`config.mk`:
```
export PLATFORM = sky130hd
export DESIGN_NAME = param_mem
export DESIGN_NICKNAME = d
export VERILOG_FILES = /design/src/hdl/nn_enc_pkg.sv /design/src/hdl/param_mem.sv
export VERILOG_INCLUDE_DIRS = /design/src /design/src/include
export SDC_FILE = /design/constraint.sdc
export NUM_CORES = 2
export LEC_CHECK = 0
export ABC_CLOCK_PERIOD_IN_PS = 4250
export BUFFER_PORTS_ARGS = -buffer_cell sky130_fd_sc_hd__buf_2
export CAP_MARGIN = 10
export CORE_UTILIZATION = 35
export CTS_CLUSTER_DIAMETER = 100
export DETAILED_ROUTE_END_ITERATION = 10
export PLACE_DENSITY = 0.46
export SLEW_MARGIN = 25
export SYNTH_ARGS = -nofsm -noshare
export SYNTH_HDL_FRONTEND = slang
export SYNTH_SLANG_ARGS = --single-unit
```
`constraint.sdc`:
```
create_clock -name clk -period 4.25 [get_ports clk]
set_clock_uncertainty 0.15 [all_clocks]
set_input_delay 0.85 -clock clk [delete_from_list [all_inputs] [get_ports clk]]
set_output_delay 0.85 -clock clk [all_outputs]
set_load 0.005 [all_outputs]
```
`src/include/nn_enc_macros.svh`:
```
// width, layer size, row map and register map constants for the neural encoder
`ifndef NN_ENC_MACROS_SVH
`define NN_ENC_MACROS_SVH

// q8.8 number format
`define NN_DATA_W 16
`define NN_FRAC_W 8

// parameter memory geometry, one lane per output
`define NN_LANES 6
`define NN_ROW_W 5

// layer shapes
`define NN_L1_IN  10
`define NN_L1_OUT 6
`define NN_L2_IN  6
`define NN_L2_OUT 3

// row map of the parameter memory
`define NN_L1_W_ROW 0
`define NN_L1_B_ROW 10
`define NN_L2_W_ROW 11
`define NN_L2_B_ROW 17

// apb bus and register map
`define NN_APB_AW   12
`define NN_APB_DW   32
`define NN_A_CTRL   12'h000
`define NN_A_STATUS 12'h004
`define NN_A_X      12'h040
`define NN_A_Y      12'h080
`define NN_A_PARAM  12'h400

`endif

```
`src/hdl/nn_enc_pkg.sv`:
```
// shared types of the neural encoder
// q8.8 values, memory rows, apb and memory command structs, layer fsm states
`default_nettype none
`include "nn_enc_macros.svh"

package nn_enc_pkg;

    // signed q8.8 value
    typedef logic signed [`NN_DATA_W-1:0] q_t;
    typedef logic [`NN_ROW_W-1:0] row_addr_t;
    typedef logic [$clog2(`NN_LANES)-1:0] lane_t;

    // one memory row, lane i feeds output i
    typedef q_t [`NN_LANES-1:0] row_t;

    typedef struct packed {
        logic                   psel;
        logic                   penable;
        logic                   pwrite;
        logic [`NN_APB_AW-1:0]  paddr;
        logic [`NN_APB_DW-1:0]  pwdata;
    } apb_req_t;

    typedef struct packed {
        logic [`NN_APB_DW-1:0]  prdata;
        logic                   pready;
        logic                   pslverr;
    } apb_rsp_t;

    // single-lane write from the register block
    typedef struct packed {
        logic       valid;
        row_addr_t  row;
        lane_t      lane;
        q_t         data;
    } mem_wr_t;

    // row read request from a layer
    typedef struct packed {
        logic       valid;
        row_addr_t  row;
    } mem_rd_req_t;

    typedef enum logic [1:0] {
        IDLE,
        FETCH,
        DRAIN
    } layer_state_t;

endpackage

`default_nettype wire

```
`src/hdl/param_mem.sv`:
```
// row-wide parameter ram, registered read, single lane write
`timescale 1ns/1ps
`default_nettype none
`include "nn_enc_macros.svh"

module param_mem (
    input  wire logic                   clk,
    input  wire logic                   we,
    input  wire nn_enc_pkg::lane_t      lane,
    input  wire nn_enc_pkg::row_addr_t  addr,
    input  wire nn_enc_pkg::q_t         wdata,
    output nn_enc_pkg::row_t            rdata
);
    import nn_enc_pkg::*;

    localparam int DEPTH = 1 << `NN_ROW_W;

    // contents undefined until the host loads them
    row_t mem [DEPTH];

    always_ff @(posedge clk) begin
        // only the addressed lane changes
        if (we)
            mem[addr][lane] <= wdata;
        // read every cycle, data valid one cycle later
        rdata <= mem[addr];
    end

endmodule

`default_nettype wire

```
=== Word-level counts from Yosys, hierarchy flattened ===
Memories as Yosys holds them, arrays and structs flattened. A register that Yosys moved wholly into a read port is not among the register bits.
Index checks and enable logic that the tools add are counted.
W data, S select, Z words.

* Bits in registers: 0
* Memory bits (writable): 3,072
* Word-level logic and storage cells: 8
* Memories kept: 1

{| class="wikitable"
|+ Memories
! memory !! words !! bits a word !! read ports !! clocked after Yosys merged registers in !! write ports !! RTL line !! RTL
|-
| mem || 32 || 96 || 1 || 1 || 1 || param_mem.sv:19 || <nowiki>row_t mem [DEPTH];</nowiki>
|}

* Order comparisons: 2
* Mux-type cells: 4
* Reduce and logical (&&, ||, !) cells: 1

{| class="wikitable"
|+ Operator list
! kind !! count
|-
| $mux W96 || 1
|-
| $demux W16 S3 || 1
|-
| $mux W16 || 1
|-
| $lt A3 B4 Y1 const B || 1
|-
| $ge A3 B1 Y1 const B || 1
|-
| $logic_and A1 B1 Y1 || 1
|-
| $mux W1 || 1
|}

=== Longest topological paths before layout ===
* Depth in word-level cells: 5
* Depth in mapped cells: 8

=== Worst setup path after synthesis ===
OpenSTA, ideal clock, no wires.

* Kind: input to register
* From: input addr[1]
* To: memory mem[4][0] in the netlist's numbering (enable)
* Setup time: 0.388 ns
* Data arrival time: 2.626 ns
* Required time: 3.712 ns
* Setup slack: 1.086 ns
* Stages: 6
* Path buffers: 3
* Cells stage by stage: buf_2 buf_2 buf_2 nor2_1 nand3_1 nor2_1

{| class="wikitable"
|+ RTL lines
! what !! RTL line !! RTL
|-
| start: declaration || param_mem.sv:10 || <nowiki>input wire nn_enc_pkg::row_addr_t addr,</nowiki>
|-
| end: declaration || param_mem.sv:19 ||
|}

Straight into the memory's write port.

==> impl_metrics.toml <==
[drt]
dr.pass1.iters = 7
drtIter0Drc = 5641
wl_per_cell_um = 29.3
drc = 0
postRouteAntennaNets = 0
drt_wl_total_um = 345000
dr_total_vias = 61700
drt-vias-per-instance = 5.23

[synthesis]
synth_nets = 6419
netlist_top_cells_area = "edfxtp_1, mux2i_1, o22ai_1"
yosys_warnings = 0
syn-cell-area_mm2 = 0.119
syn_area_per_cell_um2 = 18.6
netlist_instances = 6393
synth_top_area_share_pct = 77.6
yosysSeqAreaShare_pct = 79.3
yosysTopAreaCell = "edfxtp_1"
ys_types = 26
ys_ff_latch = 3168

[pwr]
pwr_density_cell_mw_per_mm2 = 477
leakagePower_nw = 48.3
max-vdd-ir-drop_uv = 317

[floorplanning]
dieArea_mm2 = 0.342
die_w_um = 585
die_y_um = 585
std_cell_rows = 213
ios = 122
core-area_mm2 = 0.337
initial_core_util_pct = 35.2

[layout]
seq_area_mm2 = 0.0942
finalNonFillerCells = 11800
fin_area_mm2 = 0.140
syn_to_final_growth_pct = 17.6
layout-drive-gt1-share_pct = 17.6
multi_input_area_mm2 = 0.0234
nFillCells = 30000
nets = 7004

[sta]
final_max_slew_viol_count = 0
tns_ns = 0
period_needed_ns = 3.01
slew_headroom_pct = 24.7
rsz0062_at_grt = "false"
hold_ws_ns = 0.314
setup_viol = 0
hold_viol_final = 0
fin_crit_sh_pct = 70.7
finalWorstSetupSlack_ns = 1.24
tightest_slew_ns = 1.13
fmax_mhz = 333

[critical_path]
critPathKind = "input pin to register"
crit_required_ns = 4.86
cp-startpoint = "addr[2]"
r2r_start = "mem[26][56]"
r2r.worst_path.cells = 5
worstPathArrival_ns = 3.62
crit_path_start_kind = "input pin"
rrSetupSlack_ns = 2.22
end_kind = "register"
cp_max_fo = 27
endpoint = "rdata[60]"
rr_endpoint = "rdata[56]"

[place]
gp_congestion = 0.773
placed_cells = 11100
pre_cts_slack_ns = 0.216
io_buffers = 121
dpl_cell_area_mm2 = 0.129
post-dp-hpwl_um = 201000

[global_route]
grt_antenna_before_repair = 30
globalRouteTotalUtil_pct = 19.8
grt_first_pass_wirelength_um = 481000
gr-total-overflow = 0
grt_max_degree = 120
grt_pass1_vias = 61600

[clock_tree]
cts_setup_buffers = 0
ctsHtreeMaxLevel = 5
clk_latency_ns = 0.92
cts_made_buffers = 347
clkSinkCount = 3168
cts-root-buf = "clkbuf_16"
cts_tree = "built"
cts_resized = 0
holdBufCountCts = 0
clockBufferDepth = 4
clk_pin_slew_ns = 0.06

[flow_run]
maxCapViolCount = 0

[status]
outcome = "completed"

[worst_hold_path]
hp-class = "input pin to register"
min_from = "wdata[2]"
## cells in the mapped netlist (all sizes together)
cell and count:
and2 1, and3 1, and3b 2, buf 207, clkbuf 164, dfxtp 96
edfxtp 3072, mux2i 1536, nand2 127, nand3 7, nand3b 1, nand4 1
nand4b 4, nand4bb 6, nor2 196, nor2b 4, nor3 1, nor3b 2
nor4 192, o22ai 768, or4 1, or4b 4
## worst min path at each step
| stage | depth (start not counted) | to |
|---|---|---|
| floorplan | 4 | rdata[94] |
| global placement | 4 | rdata[94] |
| detailed placement | 4 | rdata[94] |
| CTS | 1 | mem[25][52] |
| global route | 1 | mem[3][34] |
| finish | 1 | mem[1][34] |
## sequential cells by signal, summed over array words and instances (netlist names)
signal  flops
mem      3072
rdata      96
## metal layers
metal  part of all wire (%)  global-route usage (%)  vias to the layer above
met5                      0                       0                        -
li1                       -                       -                    27100
met1                     46                    28.3                    32600
met3                    4.7                    2.25                      390
met2                     48                    32.7                     1594
met4                    1.9                    4.14                        0
## layout by cell type (no fill, tap or decap), types with 3 or more instances in the layout
cell type and count:
nor2b_1 4, buf_2 104, edfxtp_1 3072, clkbuf_8 41
buf_4 408, clkinv_8 5, clkinv_1 65, nor2_2 169
inv_16 5, clkinvlp_4 9, nand2_2 4, nor4_1 190
mux2i_1 1536, clkinv_2 58, nand3_1 4, nand2_1 123
nand4bb_4 6, dfxtp_1 96, clkbuf_16 357, or4b_4 4
diode_2 15, nand3_2 3, buf_12 77, nor2_1 27
inv_6 6, o22ai_1 768, bufinv_16 20, clkbuf_1 84
nand4b_1 4
## logic make-up after synthesis
group / share of synthesized area [%]
DFF: 79.3
and+or+nand+nor: 2.27
AOI/OAI and AO/OA: 4.04
buffers and inverters: 1.49
muxes: 12.9
## critical path: stages
cell	delay [ns]
buf_2	0.43
nand4bb_4	0.53
buf_12	0.28
buf_4	0.36
o22ai_1	0.22
nor4_1	0.79
nand2_1	0.10
## power breakdown
| part | internal [mW] | switching (mW) |
|---|---|---|
| clock | 17.1 | 12.2 |
| sequential | 34.4 | 0.150 |
| combinational | 0.966 | 1.89 |
| total | 52.5 | 14.2 |
## metrics by stage
stage	utilization, %	total power, mW
floorplan	-	36.4
detailed placement	38.1	38.2
global route	41.4	68.6
CTS	41.4	67.4
finish	41.5	66.7
global placement	38.1	38.1
## cell type report
class	instances	area share, %
clock inverter	169	1.05
multi-input combinational	2854	16.8
clock buffer	466	6.86
tap	4515	4.04
sequential	3168	67.4
timing repair buffer	607	3.86
antenna	15	0.0269
Note: power is estimated with default switching activity, not from simulation.
