--- src/include/nn_enc_macros.svh ---
// width, layer size, row map and register map constants for the neural encoder
`ifndef NN_ENC_MACROS_SVH
`define NN_ENC_MACROS_SVH

// q8.8 number format
`define NN_DATA_W 16
`define NN_FRAC_W 8

// parameter memory geometry, one lane per output
`define NN_LANES 6
`define NN_ROW_W 5

// layer shapes
`define NN_L1_IN  10
`define NN_L1_OUT 6
`define NN_L2_IN  6
`define NN_L2_OUT 3

// row map of the parameter memory
`define NN_L1_W_ROW 0
`define NN_L1_B_ROW 10
`define NN_L2_W_ROW 11
`define NN_L2_B_ROW 17

// apb bus and register map
`define NN_APB_AW   12
`define NN_APB_DW   32
`define NN_A_CTRL   12'h000
`define NN_A_STATUS 12'h004
`define NN_A_X      12'h040
`define NN_A_Y      12'h080
`define NN_A_PARAM  12'h400

`endif

--- src/hdl/nn_enc_pkg.sv ---
// shared types of the neural encoder
// q8.8 values, memory rows, apb and memory command structs, layer fsm states
`default_nettype none
`include "nn_enc_macros.svh"

package nn_enc_pkg;

    // signed q8.8 value
    typedef logic signed [`NN_DATA_W-1:0] q_t;
    typedef logic [`NN_ROW_W-1:0] row_addr_t;
    typedef logic [$clog2(`NN_LANES)-1:0] lane_t;

    // one memory row, lane i feeds output i
    typedef q_t [`NN_LANES-1:0] row_t;

    typedef struct packed {
        logic                   psel;
        logic                   penable;
        logic                   pwrite;
        logic [`NN_APB_AW-1:0]  paddr;
        logic [`NN_APB_DW-1:0]  pwdata;
    } apb_req_t;

    typedef struct packed {
        logic [`NN_APB_DW-1:0]  prdata;
        logic                   pready;
        logic                   pslverr;
    } apb_rsp_t;

    // single-lane write from the register block
    typedef struct packed {
        logic       valid;
        row_addr_t  row;
        lane_t      lane;
        q_t         data;
    } mem_wr_t;

    // row read request from a layer
    typedef struct packed {
        logic       valid;
        row_addr_t  row;
    } mem_rd_req_t;

    typedef enum logic [1:0] {
        IDLE,
        FETCH,
        DRAIN
    } layer_state_t;

endpackage

`default_nettype wire

--- src/hdl/apb_regs.sv ---
// apb register block of the encoder
// control, status, input and output words, and the parameter write window
`timescale 1ns/1ps
`default_nettype none
`include "nn_enc_macros.svh"

module apb_regs (
    input  wire logic                               clk,
    input  wire logic                               reset,
    input  wire nn_enc_pkg::apb_req_t               apb_req,
    output nn_enc_pkg::apb_rsp_t                    apb_rsp,
    output nn_enc_pkg::mem_wr_t                     mem_wr,
    output logic                                    start,
    output nn_enc_pkg::q_t [`NN_L1_IN-1:0]          x_vec,
    input  wire logic                               l1_ready,
    input  wire logic                               l1_busy,
    input  wire logic                               l2_busy,
    input  wire logic                               y_done,
    input  wire nn_enc_pkg::q_t [`NN_L2_OUT-1:0]    y_vec
);
    import nn_enc_pkg::*;

    localparam int XI_W = $clog2(`NN_L1_IN);
    localparam int YI_W = $clog2(`NN_L2_OUT);

    logic                   wr_en;
    logic                   rd_en;
    logic [`NN_APB_AW-1:0]  x_off;
    logic [`NN_APB_AW-1:0]  y_off;
    logic [`NN_APB_AW-1:0]  p_off;
    logic                   x_hit;
    logic                   y_hit;
    logic                   p_hit;
    lane_t                  p_lane;
    q_t [`NN_L2_OUT-1:0]    y_q;
    logic                   res_valid;

    // access phase, pready always high
    assign wr_en = apb_req.psel & apb_req.penable & apb_req.pwrite;
    assign rd_en = apb_req.psel & ~apb_req.pwrite;

    // word offsets inside each window
    assign x_off = apb_req.paddr - `NN_A_X;
    assign y_off = apb_req.paddr - `NN_A_Y;
    assign p_off = apb_req.paddr - `NN_A_PARAM;
    assign x_hit = (apb_req.paddr >= `NN_A_X) && (x_off < 4 * `NN_L1_IN);
    assign y_hit = (apb_req.paddr >= `NN_A_Y) && (y_off < 4 * `NN_L2_OUT);
    assign p_hit = (apb_req.paddr >= `NN_A_PARAM) && (p_off < (32 << `NN_ROW_W));

    // param address = base + row*32 + lane*4
    assign p_lane = p_off[2 +: $bits(lane_t)];

    always_comb begin
        mem_wr.valid = wr_en & p_hit & (p_lane < `NN_LANES);
        mem_wr.row   = p_off[5 +: `NN_ROW_W];
        mem_wr.lane  = p_lane;
        mem_wr.data  = apb_req.pwdata[`NN_DATA_W-1:0];
    end

    always_ff @(posedge clk or posedge reset) begin
        if (reset) begin
            start     <= 1'b0;
            res_valid <= 1'b0;
        end else begin
            // start dropped while layer 1 is busy
            start <= wr_en && (apb_req.paddr == `NN_A_CTRL) && apb_req.pwdata[0] && l1_ready;
            // a fresh result beats the clear
            if (y_done)
                res_valid <= 1'b1;
            else if (start)
                res_valid <= 1'b0;
        end
    end

    always_ff @(posedge clk) begin
        if (wr_en && x_hit)
            x_vec[x_off[2 +: XI_W]] <= apb_req.pwdata[`NN_DATA_W-1:0];
        if (y_done)
            y_q <= y_vec;
    end

    // read mux, unmapped reads return zero
    always_comb begin
        apb_rsp.prdata  = '0;
        apb_rsp.pready  = 1'b1;
        apb_rsp.pslverr = 1'b0;
        if (rd_en) begin
            if (apb_req.paddr == `NN_A_STATUS)
                apb_rsp.prdata[2:0] = {res_valid, l2_busy, l1_busy};
            else if (x_hit)
                apb_rsp.prdata[`NN_DATA_W-1:0] = x_vec[x_off[2 +: XI_W]];
            else if (y_hit)
                apb_rsp.prdata[`NN_DATA_W-1:0] = y_q[y_off[2 +: YI_W]];
        end
    end

endmodule

`default_nettype wire

--- config.mk ---
export PLATFORM = sky130hd
export DESIGN_NAME = apb_regs
export DESIGN_NICKNAME = d
export VERILOG_FILES = /design/src/hdl/nn_enc_pkg.sv /design/src/hdl/apb_regs.sv
export VERILOG_INCLUDE_DIRS = /design/src /design/src/include
export SDC_FILE = /design/constraint.sdc
export NUM_CORES = 1
export LEC_CHECK = 0
export CAP_MARGIN = 25
export CORE_MARGIN = 5
export CORE_UTILIZATION = 63
export CTS_BUF_LIST = sky130_fd_sc_hd__clkbuf_16
export DETAILED_ROUTE_END_ITERATION = 10
export DONT_BUFFER_PORTS = 1
export PLACE_DENSITY_LB_ADDON = 0.2
export SKIP_CTS_REPAIR_TIMING = 1
export SYNTH_ARGS = -nofsm -noshare
export SYNTH_HDL_FRONTEND = slang
export SYNTH_SLANG_ARGS = --single-unit
--- constraint.sdc ---
create_clock -name clk -period 3.4 [get_ports clk]
set_input_delay 1.02 -clock clk [delete_from_list [all_inputs] [get_ports clk]]
set_output_delay 1.02 -clock clk [all_outputs]
set_load 0.01 [all_outputs]
* Word-level counts from Yosys, hierarchy flattened
Index checks and enable logic that the tools add are counted. Widths: inputs -> output; s select.
Storage, ports and cells: register bits 210, input bits 101, output and inout port bits 220, word-level logic and storage cells 59
Cells by class: add/sub/neg operators 3, order comparisons 10, equality and inequality tests 1, multiplexer cells 14, bitwise operators 6, reduce and logical (&&, ||, !) cells 10
Operators with widths (number):
- $bwmux 160 | 1
- $mux 16 | 6
- $bmux 16 s4 | 1
- $demux 16 s4 | 1
- $bmux 16 s2 | 1
- $mux 13 | 1
- $eq 12x3->1 const B | 1
- $ge 12x11->1 const B | 1
- $ge 12x7->1 const B | 1
- $ge 12x8->1 const B | 1
- $logic_not 12->1 | 1
- $lt 12x11->1 const B | 1
- $lt 12x4->1 const B | 1
- $lt 12x6->1 const B | 1
- $sub 12x11->12 const B | 1
- $sub 12x7->12 const B | 1
- $sub 12x8->12 const B | 1
- $logic_and 1x1->1 | 8
- $and 1x1->1 | 5
- $lt 4x5->1 const B | 1
- $ge 4x1->1 const B | 1
- $lt 2x3->1 const B | 1
- $lt 3x3->1 const B | 1
- $mux 3 | 1
- 3 further kinds | 4

* Depth between registers and ports, before layout
depth after elaboration 7, gate-level depth with buffers 8, mapped depth without buffers 7

* Worst setup path before layout
Ideal clock, no wire load.
path kind input-to-reg, start point input apb_req[39] (netlist name), end point register x_vec[0] (netlist name), enable pin, setup time 0.430 ns, data arrival time 3.660 ns, slack -0.690 ns, stages 7, buffers on the path 0, path through inv_1 > ha_1 > nand2b_1 > xnor2_1 > a211oi_4 > nand2_2 > nor4_1
Between the ends: longest elaborated chain between the ends 4, elaborated cells on any way between the ends 5
RTL lines:
- from (decl) | line apb_regs.sv:10 | input wire nn_enc_pkg::apb_req_t apb_req,
- $sub 12x7->12 (no line)
- $lt 12x6->1 (no line)
- $logic_and 1x1->1 (*) | line apb_regs.sv:46 | assign x_hit = (apb_req.paddr >= `NN_A_X) && (x_off < 4 * `NN_L1_IN);
- $logic_and 1x1->1 (*) | line apb_regs.sv:76 | if (wr_en && x_hit)
- to (signal, indexed assignment) | line apb_regs.sv:77 | x_vec[x_off[2 +: XI_W]] <= apb_req.pwdata[`NN_DATA_W-1:0];
- to (decl) | line apb_regs.sv:14 | output nn_enc_pkg::q_t [`NN_L1_IN-1:0] x_vec,
Every way passes the cells marked *; elsewhere a longest branch is shown, timed or not. A chain may end at the register's enable or synchronous reset.

==> summary.md <==
| Metric | Value |
|---|---|
| Max FO, Critical Path | 5 |
| HPWL Detailed | 15,700 microns |
| Setup Crit Path Kind | in2out |
| Crit path capture | apb_rsp[2] |
| Remaining Overflow, GRT | 0 |
| Most common cell after layout, fill and taps aside | edfxtp_1 |
| Count of final hold-check violations | 0 |
| Initial detailed-routing violation count | 391 |
| Post-Syn Instances | roughly 530 |
| RSZ-0062 raised after global routing | yes |
| # DRC | 0 |
| Non-filler cells, final | 740 |
| Final instance area | ~10000 sq um |
| Max IR drop VDD | just under 0.4 mV |
| Endpoints failing setup | 3 |
| Clock Skews | about 0.000042 ns |
| Worst setup EP type | output port |
| Fmax | approximately 0.29 GHz |
| Post-DP Area | roughly 9100 sq um |
| FP Rows | 43 |
| WL final | around 23,000 microns |
| Clk_lat worst skew | approximately 0.48 ns |
| Layout area overhead | 12.5% |
| Routed length per instance | ~32 microns |
| ANT cells | 0 |
| Leakage power | approximately 3.4 nW |
| Pre-CTS setup slack | -0.278 ns |
| Synth Flop Type | edfxtp_1 |
| Total number of yosys warnings | 0 |
| Initial core utilization | 0.640 |
| Total GRT Usage | 0.269 |
| CTS tree | done |
| 1st-pass router iterations | 5 |
| Worst Path Arrival | between 2 and 2.5 ns |
| DR vias | between 4,000 and 5,000 |
| Root Driver | clkbuf_16 |
| Status | finished, violations left |
| Number of synthesized flops with an enable pin | between 200 and 250 |
| H-tree Lvls | 1 |
| Worst r2r src | start |
| Final period util | 1.02 |
| Syn Area/Cell | about 17 sq um |
| Failing checks | negative setup slack |
| Number of I/O port buffers | 0 |
| Commonest cells after routing, fill and taps aside | 208 x edfxtp_1, 47 x mux2i_1, 32 x nand2_1 |
| Cts bufs inserted | 21 |
| Worst-margin pin slew | ~0.72 ns |
| R2r setup slk | about 2.6 ns |
| Final Slew Violations | 0 |
| Max Cap Viol | 0 |
| Post-route antenna net violation count | 0 |
| Kind of start point of the critical path | primary input |
| Core area | around 14,000 sq um |
| Die H | around 130 microns |
| Hold Path Class | in2async |
| Async set-or-reset flop fraction in the synthesized netlist | 0.00952 |
| # IOs | around 320 |
| First-pass GRT wire length | around 33,000 microns |
| Worst Reg-to-Reg Cells | 2 |
| Sinks on the clock net | 210 |
| Nets | 649 |
| Via density | 6.67 |
| Count of cell types in the netlist | 49 |
| Data required time of the critical path | 2.38 ns |
| R2R Path End | res_valid |
| Hold_ws | about 0.28 ns |
| Largest net degree at the start of global routing | 88 |
| Final min period | about 3.5 ns |
| Setup crit start | apb_req[39] |
| Vias in the first global route | between 4,000 and 5,000 |
| Synthesized cell area | 8890 sq um |
| Die area | roughly 17,000 sq um |
| Clk buf depth | 3 |
| Pwr/cell area | ~540 nW/um^2 |
| Placed Cells | 700 |
| Antenna violations before repair | 0 |
| Worst setup margin | -0.0590 ns |
| Post-synthesis register bit count | between 200 and 250 |
| Relative slew slack | 0.516 |
| Placer Congestion | approximately 0.89 |
| Post-synthesis sequential area ratio | 0.708 |
| Clk slew on worst S/H paths | approximately 0.060 ns |
| Share of cells above drive strength 1 | 0.263 |
| Die width | 129 microns |
-- logic make-up after synthesis --
family / share of synthesized area
adders and majority gates: 0.00281
AOI/OAI and AO/OA: 0.0556
DFF: 0.708
xor gates and xnor gates: 0.00197
buffers and inverters: 0.0584
muxes: 0.121
and+or+nand+nor: 0.0512
other: 0.000845
-- cell usage after synthesis (all sizes together) (2+ instances only) --
cell	count	share of area
mux2i	47	0.053
nor3	7	0.0051
clkbuf	8	0.0034
o221ai	4	0.0039
a211o	2	0.0020
a211oi	2	0.0031
nand2	38	0.017
inv	6	0.0025
nor4	4	0.0045
nand3	3	0.0017
or2	3	0.0021
xnor2	2	0.0020
dfrtp	2	0.0056
a21oi	6	0.0034
a22oi	13	0.011
mux4	18	0.048
nor2b	2	0.0014
mux2	16	0.020
nand2b	3	0.0021
nor2	18	0.0076
a21o	7	0.0059
o21ai	23	0.013
o22ai	13	0.0091
conb	2	0.00084
nand4b	3	0.0030
buf	59	0.052
ha	2	0.0028
a31oi	3	0.0021
edfxtp	208	0.70
-- stage by stage --
stage | power [mW] | util | TNS (ns)
2_1_floorplan | 3.17 | - | -9.73
3_3_place_gp | 3.13 | 0.658 | -1.45
3_5_place_dp | 3.14 | 0.658 | -1.88
4_1_cts | 5.39 | 0.707 | -1.99
5_1_grt | 5.55 | 0.720 | -0.831
6_report | 5.39 | 0.720 | -0.0736
-- per-layer routing --
layer  global-route usage  part of all wire  wire length, microns  vias to the layer above
li1                     -                 -                     -                     2054
met1                0.347              0.36                  8350                     2494
met2                0.436              0.48                 11300                      343
met3                0.108              0.14                  3250                       45
met4               0.0593             0.022                   514                        0
met5                    0                 0                     0                        -
-- report_power, final --
group,leakage [nW],total [mW],switching (mW),internal (mW)
registers,1.93,2.91,0.0135,2.90
clock network,0.340,2.29,0.934,1.36
logic,1.12,0.191,0.0974,0.0940
total,3.40,5.39,1.04,4.35
-- worst min path at each step --
stage,start,end,slack (ns),depth (start not counted)
2_1_floorplan,res_valid,res_valid,0.44,1
3_3_place_gp,res_valid,res_valid,0.45,1
3_5_place_dp,res_valid,res_valid,0.48,1
4_1_cts,reset,start,0.27,1
5_1_grt,reset,res_valid,0.27,1
6_report,reset,res_valid,0.28,1
-- worst max-delay path, cell delays in order --
cell      delay (ns)
inv_8           0.02
ha_4            0.15
buf_6           0.11
xnor2_2         0.13
nand4b_1        0.17
nor3_4          0.24
buf_6           0.17
nand2_2         0.06
a31oi_2         0.21
buf_4           0.16
-- final cells by class --
cell class,instances,area (sq um)
well taps,180,225
multi-input cells,267,2350
clock inverters,16,156
repair buffers,40,400
inverters,6,41.3
flip-flops and latches,210,6300
fillers,847,3880
clock buffers,21,526
-- state kept, by name (all words and copies together), names as in the netlist --
register and flops:
start 1, x_vec 160, y_q 48, res_valid 1
(Power assumes the default switching activity.)
