==> config.mk <==
export PLATFORM = sky130hd
export DESIGN_NAME = param_mem_arbiter
export DESIGN_NICKNAME = d
export VERILOG_FILES = /design/src/hdl/nn_enc_pkg.sv /design/src/hdl/param_mem_arbiter.sv
export VERILOG_INCLUDE_DIRS = /design/src /design/src/include
export SDC_FILE = /design/constraint.sdc
export NUM_CORES = 1
export LEC_CHECK = 0
export BUFFER_PORTS_ARGS = -buffer_cell sky130_fd_sc_hd__buf_2
export CORE_AREA = 2 2 101 103
export CTS_BUF_LIST = sky130_fd_sc_hd__clkbuf_4
export CTS_CLUSTER_SIZE = 16
export DETAILED_ROUTE_END_ITERATION = 8
export DIE_AREA = 0 0 103 105
export GPL_TIMING_DRIVEN = 0
export SYNTH_ARGS = -nofsm -noshare
export SYNTH_HDL_FRONTEND = slang
export SYNTH_SLANG_ARGS = --single-unit
==> constraint.sdc <==
create_clock -name clk -period 1.36 [get_ports clk]
set_clock_uncertainty 0.05 [all_clocks]
set_input_delay 0.068 -clock clk [delete_from_list [all_inputs] [get_ports clk]]
set_output_delay 0.068 -clock clk [all_outputs]
set_load 0.02 [all_outputs]
==> src/include/nn_enc_macros.svh <==
// width, layer size, row map and register map constants for the neural encoder
`ifndef NN_ENC_MACROS_SVH
`define NN_ENC_MACROS_SVH

// q8.8 number format
`define NN_DATA_W 16
`define NN_FRAC_W 8

// parameter memory geometry, one lane per output
`define NN_LANES 6
`define NN_ROW_W 5

// layer shapes
`define NN_L1_IN  10
`define NN_L1_OUT 6
`define NN_L2_IN  6
`define NN_L2_OUT 3

// row map of the parameter memory
`define NN_L1_W_ROW 0
`define NN_L1_B_ROW 10
`define NN_L2_W_ROW 11
`define NN_L2_B_ROW 17

// apb bus and register map
`define NN_APB_AW   12
`define NN_APB_DW   32
`define NN_A_CTRL   12'h000
`define NN_A_STATUS 12'h004
`define NN_A_X      12'h040
`define NN_A_Y      12'h080
`define NN_A_PARAM  12'h400

`endif

==> src/hdl/nn_enc_pkg.sv <==
// shared types of the neural encoder
// q8.8 values, memory rows, apb and memory command structs, layer fsm states
`default_nettype none
`include "nn_enc_macros.svh"

package nn_enc_pkg;

    // signed q8.8 value
    typedef logic signed [`NN_DATA_W-1:0] q_t;
    typedef logic [`NN_ROW_W-1:0] row_addr_t;
    typedef logic [$clog2(`NN_LANES)-1:0] lane_t;

    // one memory row, lane i feeds output i
    typedef q_t [`NN_LANES-1:0] row_t;

    typedef struct packed {
        logic                   psel;
        logic                   penable;
        logic                   pwrite;
        logic [`NN_APB_AW-1:0]  paddr;
        logic [`NN_APB_DW-1:0]  pwdata;
    } apb_req_t;

    typedef struct packed {
        logic [`NN_APB_DW-1:0]  prdata;
        logic                   pready;
        logic                   pslverr;
    } apb_rsp_t;

    // single-lane write from the register block
    typedef struct packed {
        logic       valid;
        row_addr_t  row;
        lane_t      lane;
        q_t         data;
    } mem_wr_t;

    // row read request from a layer
    typedef struct packed {
        logic       valid;
        row_addr_t  row;
    } mem_rd_req_t;

    typedef enum logic [1:0] {
        IDLE,
        FETCH,
        DRAIN
    } layer_state_t;

endpackage

`default_nettype wire

==> src/hdl/param_mem_arbiter.sv <==
// parameter memory port arbiter
// host writes first, then round-robin between the two layers, read data tagged by owner
`timescale 1ns/1ps
`default_nettype none

module param_mem_arbiter (
    input  wire logic                       clk,
    input  wire logic                       reset,
    input  wire nn_enc_pkg::mem_wr_t        mem_wr,
    input  wire nn_enc_pkg::mem_rd_req_t    l1_req,
    input  wire nn_enc_pkg::mem_rd_req_t    l2_req,
    output logic                            l1_gnt,
    output logic                            l2_gnt,
    output logic                            l1_rd_valid,
    output logic                            l2_rd_valid,
    output logic                            ram_we,
    output nn_enc_pkg::lane_t               ram_lane,
    output nn_enc_pkg::row_addr_t           ram_addr,
    output nn_enc_pkg::q_t                  ram_wdata,
    input  wire nn_enc_pkg::row_t           ram_rdata,
    output nn_enc_pkg::row_t                rd_data
);

    logic prefer_l2;
    logic rd_pend;
    // owner of the pending read, 1 for layer 2
    logic rd_owner;

    // a write blocks both layers for that cycle
    assign l1_gnt = ~mem_wr.valid & l1_req.valid & (~l2_req.valid | ~prefer_l2);
    assign l2_gnt = ~mem_wr.valid & l2_req.valid & (~l1_req.valid | prefer_l2);

    assign ram_we    = mem_wr.valid;
    assign ram_lane  = mem_wr.lane;
    assign ram_wdata = mem_wr.data;

    always_comb begin
        if (mem_wr.valid)
            ram_addr = mem_wr.row;
        else if (l2_gnt)
            ram_addr = l2_req.row;
        else
            ram_addr = l1_req.row;
    end

    always_ff @(posedge clk or posedge reset) begin
        if (reset) begin
            prefer_l2 <= 1'b0;
            rd_pend   <= 1'b0;
            rd_owner  <= 1'b0;
        end else begin
            // pass priority to the other layer after each grant
            if (l1_gnt)
                prefer_l2 <= 1'b1;
            else if (l2_gnt)
                prefer_l2 <= 1'b0;
            rd_pend  <= l1_gnt | l2_gnt;
            rd_owner <= l2_gnt;
        end
    end

    // registered ram output lines up with the tag
    assign l1_rd_valid = rd_pend & ~rd_owner;
    assign l2_rd_valid = rd_pend & rd_owner;
    assign rd_data     = ram_rdata;

endmodule

`default_nettype wire

Word level (Yosys, flattened, before mapping)
Cells that the tools add are included.

Bits in registers: 3. Latch bits: 0. Bits in writable memories: 0. Memory bits (read-only): 0. Bits of input ports: 135. Word-level logic and storage cells: 22. Memories kept: 0.

$add $sub $neg: 0. Multiply operators: 0. Divide/modulo/power cells: 0. Order comparisons: 0. Equal/unequal tests: 0. Shift-type cells: 0. Mux-type cells: 4. Bitwise operators: 14. Reductions and logical operators: 1.

Operators by type and width (count): 5-bit two-way mux (2); 1-bit bitwise AND (6); 1-bit NOT (5); 1-bit OR (3); 1-bit two-way mux (2); 2-bit nonzero test (1).

Depth between registers and ports, before layout
Gate-level depths: netlist of the first run.

Depth in word-level cells: 5. Depth in mapped cells: 3. Depth with buffers taken out: 3.

Least setup slack after synthesis of the first run
OpenSTA, ideal clock, no wires.

Path kind: register -> output. From: register prefer_l2. To: output ram_addr[0]. Arrival: 1088 ps. Data required time: 1242 ps. Path slack: 154 ps. Stages on the path, launching flop included: 4. Buffers on the path: 0. Cells stage by stage: dfrtp_1 > nor2b_4 > nor3_4 > a221o_1.

Cells in the longest elaborated chain, start to end: 4.

Ends and longest elaborated chain: start: declaration (line param_mem_arbiter.sv:24) `logic prefer_l2;`; start signal: assignment (line param_mem_arbiter.sv:48) `prefer_l2 <= 1'b0;`; start signal: assignment (line param_mem_arbiter.sv:54) `prefer_l2 <= 1'b1;`; start signal: assignment (line param_mem_arbiter.sv:56) `prefer_l2 <= 1'b0;`; 1-bit OR (line param_mem_arbiter.sv:31) `assign l2_gnt = ~mem_wr.valid & l2_req.valid & (~l1_req.valid | prefer_l2);`; 1-bit bitwise AND (line param_mem_arbiter.sv:31); net l2_gnt (line param_mem_arbiter.sv:13) `output logic l2_gnt,`; 5-bit two-way mux (line param_mem_arbiter.sv:40) `else if (l2_gnt)`; 5-bit two-way mux (line param_mem_arbiter.sv:38) `if (mem_wr.valid)`; end: declaration (line param_mem_arbiter.sv:18) `output nn_enc_pkg::row_addr_t ram_addr,`.

The timed path passes the listed nets, and every way through them passes these cells.

Final worst setup path of the first run
From: register prefer_l2. To: output ram_addr[0].

Cells in the longest elaborated chain, start to end: 4.

Ends and longest elaborated chain (line): 1-bit OR (param_mem_arbiter.sv:31); 1-bit bitwise AND (param_mem_arbiter.sv:31); 5-bit two-way mux (param_mem_arbiter.sv:40); 5-bit two-way mux (param_mem_arbiter.sv:38).

Every way passes these cells.

==> flow_summary.json, run 1 <==
{
  "vdd_drop_max_mv": 0.160,
  "area_growth_pct": 86.6,
  "crit_fanout": 6,
  "first_pass_iters": 2,
  "cts.htree.levels": 1,
  "post_synth_num_cell_types": 15,
  "hold_path_depth": 3,
  "wl_per_cell_um": 9.69,
  "grt_max_degree": 12,
  "cp_top_family": "flip-flops",
  "cap_viol_max_count": 0,
  "cp_num_buf_inv": 1,
  "p_leak_nw": 1.28,
  "netlist_instances": 142,
  "clkSinkCount": 3,
  "hold_start": "l1_req[5]",
  "routabilityCongestion": 0.783,
  "slowest_delay_ns": 0.42,
  "antenna_found_initial": 0,
  "setup_tns_ns": -1.02,
  "cts_tree": "done",
  "synthesis.area_um2": 1130,
  "dpl.hpwl_mm": 3.90,
  "setup_viol": 6,
  "path_class": "flop to output port",
  "die_h_um": 105,
  "final_cell_mix": "buf_2 (139), buf_4 (117), buf_6 (6), and2_2 (5), a221o_1 (5)",
  "yosys_warnings": 0,
  "slew_viol_final": 0,
  "core_area_um2": 9640,
  "holdWs_ns": 0.0503,
  "cp-end-kind": "output port",
  "avgSynthCellArea_um2": 7.95,
  "n_antenna_cell": 0,
  "powerDensity_nw_per_um2": 535,
  "max_freq_mhz": 639,
  "r2r-end": "rd_owner",
  "antenna_left": 0,
  "total_power_mw": 1.13,
  "grt_pass1_vias": 1182,
  "drt-vias-per-instance": 3.18,
  "outcome": "complete, but fails checks",
  "final_nets": 429,
  "clkTransAtPathRegs_ns": 0.04,
  "drc_errors": 0,
  "synth.net_count": 277,
  "grt_pass1_wl_mm": 5.05,
  "fin_crit_sh_pct": 115,
  "crit_chain": "nor2b_4, nor3_4, a221o_1, buf_2",
  "crit_arrival_ns": 1.45,
  "hold_end": "rd_pend",
  "min_path_type": "primary input to flop",
  "drt-initial-drc-count": 9,
  "finish.utilization_pct": 21.8,
  "synth-seq-area-share_pct": 6.65,
  "die_area_um2": 10800,
  "cts_inserted_buffers": 3,
  "reg2reg_slack_ns": 0.22,
  "rsz0062_at_grt": "true",
  "setup_ws_ns": -0.204,
  "dpl_worst_slack_ns": 0.00376,
  "placed_cell_area_um2": 2020,
  "initial_utilization_pct": 11.7,
  "gr-total-overflow": 0,
  "slew_headroom_pct": 76.9,
  "die_x_um": 103,
  "required_ns": 1.24,
  "ys_seq_elements": 3,
  "vias": 1353,
  "port_buffers": 144,
  "tightest_slew_ns": 0.346,
  "io-pin-count": 260,
  "clock_latency_ns": 0.24,
  "setup.worst_path.start_class": "flop",
  "stdcell_count": 426,
  "period_minus_slack_ns": 1.56,
  "final_area_um2": 2110,
  "dp.cells": 419,
  "violations": "negative setup slack",
  "root_buffer": "clkbuf_4",
  "rr_worst_depth": 4,
  "track_usage_pct": 6.01,
  "finalWirelength_mm": 4.13,
  "hold_viol": 0,
  "num_rows": 36,
  "reg2reg_from": "prefer_l2",
  "final_common_cell": "buf_2",
  "critPathSlowestCell": "dfrtp_1",
  "clockBufferDepth": 2,
  "drive_gt1_share_pct": 93.9
}
## synthesized netlist by cell type
| cell | number | area share, % |
|---|---|---|
| buf_4 | 116 | 77 |
| a221o_1 | 5 | 4.4 |
| and2_2 | 5 | 3.3 |
| dfrtp_1 | 3 | 6.7 |
| nor2_1 | 2 | 0.67 |
| o21ai_0 | 2 | 0.89 |
| a21oi_1 | 1 | 0.44 |
| and2_1 | 1 | 0.55 |
| inv_1 | 1 | 0.33 |
| inv_2 | 1 | 0.33 |
| nand2b_1 | 1 | 0.55 |
| nor2b_1 | 1 | 0.55 |
| nor2b_4 | 1 | 1.2 |
| nor3_4 | 1 | 1.4 |
| o21ba_4 | 1 | 1.4 |
## state kept, by name, summed over array words and instances, names as in the netlist
signal	count
rd_pend	1
prefer_l2	1
rd_owner	1
## routing by layer
layer  GRT usage, %  share of wire, %
met1           4.02                24
met2           14.7                60
met3          0.803                15
met4           1.41              0.34
met5              0                 0
## cell families after synthesis
| logic type | synth area share (%) |
|---|---|
| buf+inv | 77.8 |
| compound gates | 7.21 |
| simple gates | 8.32 |
| flops | 6.65 |
## tightest hold or removal path, delay by kind of cell
kind,cells,cell delay [ns]
buffers and inverters,1,0.10
AND/OR/NAND/NOR,2,0.12
## how the worst max path moves through the flow
stage | start | end | slack [ns] | depth (start not counted)
after detailed placement | prefer_l2 | ram_addr[0] | 0.004 | 4
after floorplan | prefer_l2 | ram_addr[0] | 0.15 | 3
after global placement | prefer_l2 | ram_addr[0] | 0.03 | 4
after global routing | prefer_l2 | ram_addr[0] | -0.25 | 4
after CTS | prefer_l2 | ram_addr[0] | -0.22 | 4
final | prefer_l2 | ram_addr[0] | -0.20 | 4
## layout make-up
class / count / area (um^2)
fillers: 1096 / 7530
plain buffers: 116 / 871
multi-input cells: 21 / 175
well taps: 133 / 166
inverters: 2 / 7.51
repair buffers: 147 / 781
flip-flops and latches: 3 / 75.1
clock buffers: 4 / 30.0
## where the power goes
| part | leakage (nW) | switching (mW) | total [mW] | internal (mW) |
|---|---|---|---|---|
| clock | 0.0184 | 0.0499 | 0.180 | 0.130 |
| combinational | 1.23 | 0.418 | 0.837 | 0.419 |
| sequential | 0.0376 | 0.00984 | 0.109 | 0.0995 |
| total | 1.28 | 0.477 | 1.13 | 0.649 |
## repair_timing
action / CTS / global route
pin swaps: 2 / 2
endpoints found under the setup margin: 6 / 6
buffers inserted: 2 / 1
endpoints found under the hold margin: 3 / 0
gates resized for setup: 8 / 3
hold buffers: 1 / 0
No activity file was read; power rests on OpenSTA's default activity.
==> run 2, diff against run 1 <==
--- a/config.mk
+++ b/config.mk
@@ -13,6 +13,7 @@
 export DETAILED_ROUTE_END_ITERATION = 8
 export DIE_AREA = 0 0 103 105
 export GPL_TIMING_DRIVEN = 0
+export PLACE_DENSITY = 0.46
 export SYNTH_ARGS = -nofsm -noshare
 export SYNTH_HDL_FRONTEND = slang
 export SYNTH_SLANG_ARGS = --single-unit
==> flow_summary.json, run 2 (same netlist as run 1, synthesis figures left out) <==
{
  "powerDensity_nw_per_um2": 535,
  "fin_crit_sh_pct": 110,
  "switching_share_pct": 41.9,
  "crit_chain": "nor2b_4, o21ba_4, a221o_1, buf_6",
  "initial_utilization_pct": 11.7,
  "path_depth": 4,
  "vias": 1324,
  "grt_max_degree": 12,
  "rr_worst_depth": 4,
  "crit_start": "prefer_l2",
  "n_antenna_cell": 0,
  "routabilityCongestion": 0.818,
  "r2r-end": "rd_owner",
  "intPower_mw": 0.659,
  "max_freq_mhz": 667,
  "root_buffer": "clkbuf_4",
  "clock_latency_ns": 0.23,
  "gr-total-overflow": 0,
  "io-pin-count": 260,
  "met1_length_mm": 1.02,
  "clockPowerShare_pct": 15.4,
  "p_seq_share_pct": 9.5,
  "cp_num_buf_inv": 1,
  "finalWirelength_mm": 4.08,
  "highest-signal-layer": "met4",
  "die_h_um": 105,
  "final_common_cell": "buf_2",
  "cp-end-kind": "output port",
  "setup_ws_ns": -0.139,
  "setup.worst_path.start_class": "flop",
  "violations": "negative setup slack",
  "track_usage_pct": 6.19,
  "final_nets": 430,
  "rsz0062_at_grt": "true",
  "hold_viol": 0,
  "cp_top_family": "compound AO/OA/AOI/OAI gates",
  "path_class": "flop to output port",
  "drt-vias-per-instance": 3.10,
  "antenna_left": 0,
  "top_regs": "prefer_l2 (1), rd_owner (1), rd_pend (1)",
  "core_area_um2": 9640,
  "drc_errors": 0,
  "area_growth_pct": 87.8,
  "port_buffers": 144,
  "reg2reg_from": "prefer_l2",
  "slew_viol_final": 0,
  "vdd_drop_max_mv": 0.180,
  "setup_viol": 6,
  "die_x_um": 103,
  "slew_headroom_pct": 79.6,
  "drt-initial-drc-count": 13,
  "pwr-share-comb_pct": 75.1,
  "p_switching_mw": 0.475,
  "required_ns": 1.24,
  "clkSinkCount": 3,
  "crit_fanout": 5,
  "min_path_type": "primary input to flop",
  "outcome": "complete, but fails checks",
  "drive_gt1_share_pct": 93.9,
  "dpl.hpwl_mm": 3.80,
  "first_pass_iters": 4,
  "holdWs_ns": 0.0488,
  "total_power_mw": 1.13,
  "grt_pass1_vias": 1115,
  "p_leak_nw": 1.29,
  "antenna_found_initial": 0,
  "crit_end": "ram_addr[4]",
  "num_rows": 36,
  "reg2reg_slack_ns": 0.29,
  "final_cell_mix": "buf_2 (138), buf_4 (118), buf_6 (7), and2_2 (5), a221o_1 (5)",
  "wl_per_cell_um": 9.56,
  "grt_pass1_wl_mm": 5.11,
  "clockBufferDepth": 2,
  "clkTransAtPathRegs_ns": 0.04,
  "wl_met3_um": 613,
  "wl_met2_mm": 2.42,
  "die_area_um2": 10800,
  "period_minus_slack_ns": 1.50,
  "finish.utilization_pct": 22.0,
  "cts_tree": "done",
  "cap_viol_max_count": 0,
  "slowest_delay_ns": 0.39,
  "cts_inserted_buffers": 3,
  "crit_arrival_ns": 1.38,
  "tightest_slew_ns": 0.306,
  "cts.htree.levels": 1,
  "critPathSlowestCell": "dfrtp_1"
}
==> run 2: power by group through the flow <==
stage | clock (mW) | combinational (mW) | sequential, mW
after floorplan | 0 | 0.587 | 0.109
after global placement | 0 | 0.816 | 0.110
after detailed placement | 0 | 0.818 | 0.111
after CTS | 0.183 | 0.855 | 0.108
after global routing | 0.188 | 0.910 | 0.110
final | 0.174 | 0.852 | 0.108
==> run 2: cell type report <==
type / instances / area [um^2]
Fill cell: 1105 / 7520
Buffer: 116 / 871
Timing Repair Buffer: 148 / 795
Multi-Input combinational cell: 21 / 175
Tap cell: 133 / 166
Sequential cell: 3 / 75.1
Clock buffer: 4 / 30.0
Inverter: 2 / 7.51
==> run 2: stage by stage <==
step | setup TNS, ns | cells | setup WS [ns] | cell area (um^2)
5_1_grt | -1.06 | 427 | -0.200 | 2120
4_1_cts | -0.824 | 426 | -0.185 | 2100
3_5_place_dp | 0 | 419 | 0.0307 | 2020
3_3_place_gp | 0 | 419 | 0.0499 | 2020
2_1_floorplan | 0 | 142 | 0.154 | 1130
6_report | -0.684 | 427 | -0.139 | 2120
==> run 2: worst reg2reg max path, stage by stage (launching register included) <==
cell and delay, ns:
dfrtp_1 0.39, nor2b_4 0.07, nor3_4 0.25, buf_4 0.17
buf_6 0.09
==> run 2: worst min path at each step <==
| stage | startpoint | cells after the start | end | slack [ns] |
|---|---|---|---|---|
| 4_1_cts | l1_req[5] | 3 | rd_pend | 0.04 |
| 3_3_place_gp | reset | 2 | rd_owner | -0.11 |
| 3_5_place_dp | reset | 2 | rd_owner | -0.11 |
| 6_report | l1_req[5] | 3 | rd_pend | 0.05 |
| 5_1_grt | l1_req[5] | 3 | rd_pend | 0.08 |
| 2_1_floorplan | reset | 1 | prefer_l2 | -0.23 |
==> run 2: timing repair <==
item / CTS / global route
setup endpoints to repair: 6 / 6
hold buffers: 1 / 0
endpoints found under the hold margin: 3 / 0
pin swaps: 1 / 2
setup buffers: 2 / 1
resized for setup: 10 / 3
==> run 2: layer usage <==
metal | track usage (%) | vias to the layer above
met5 | 0 | -
met4 | 2.54 | 0
met3 | 1.27 | 2
met2 | 13.9 | 137
met1 | 4.55 | 552
li1 | - | 633
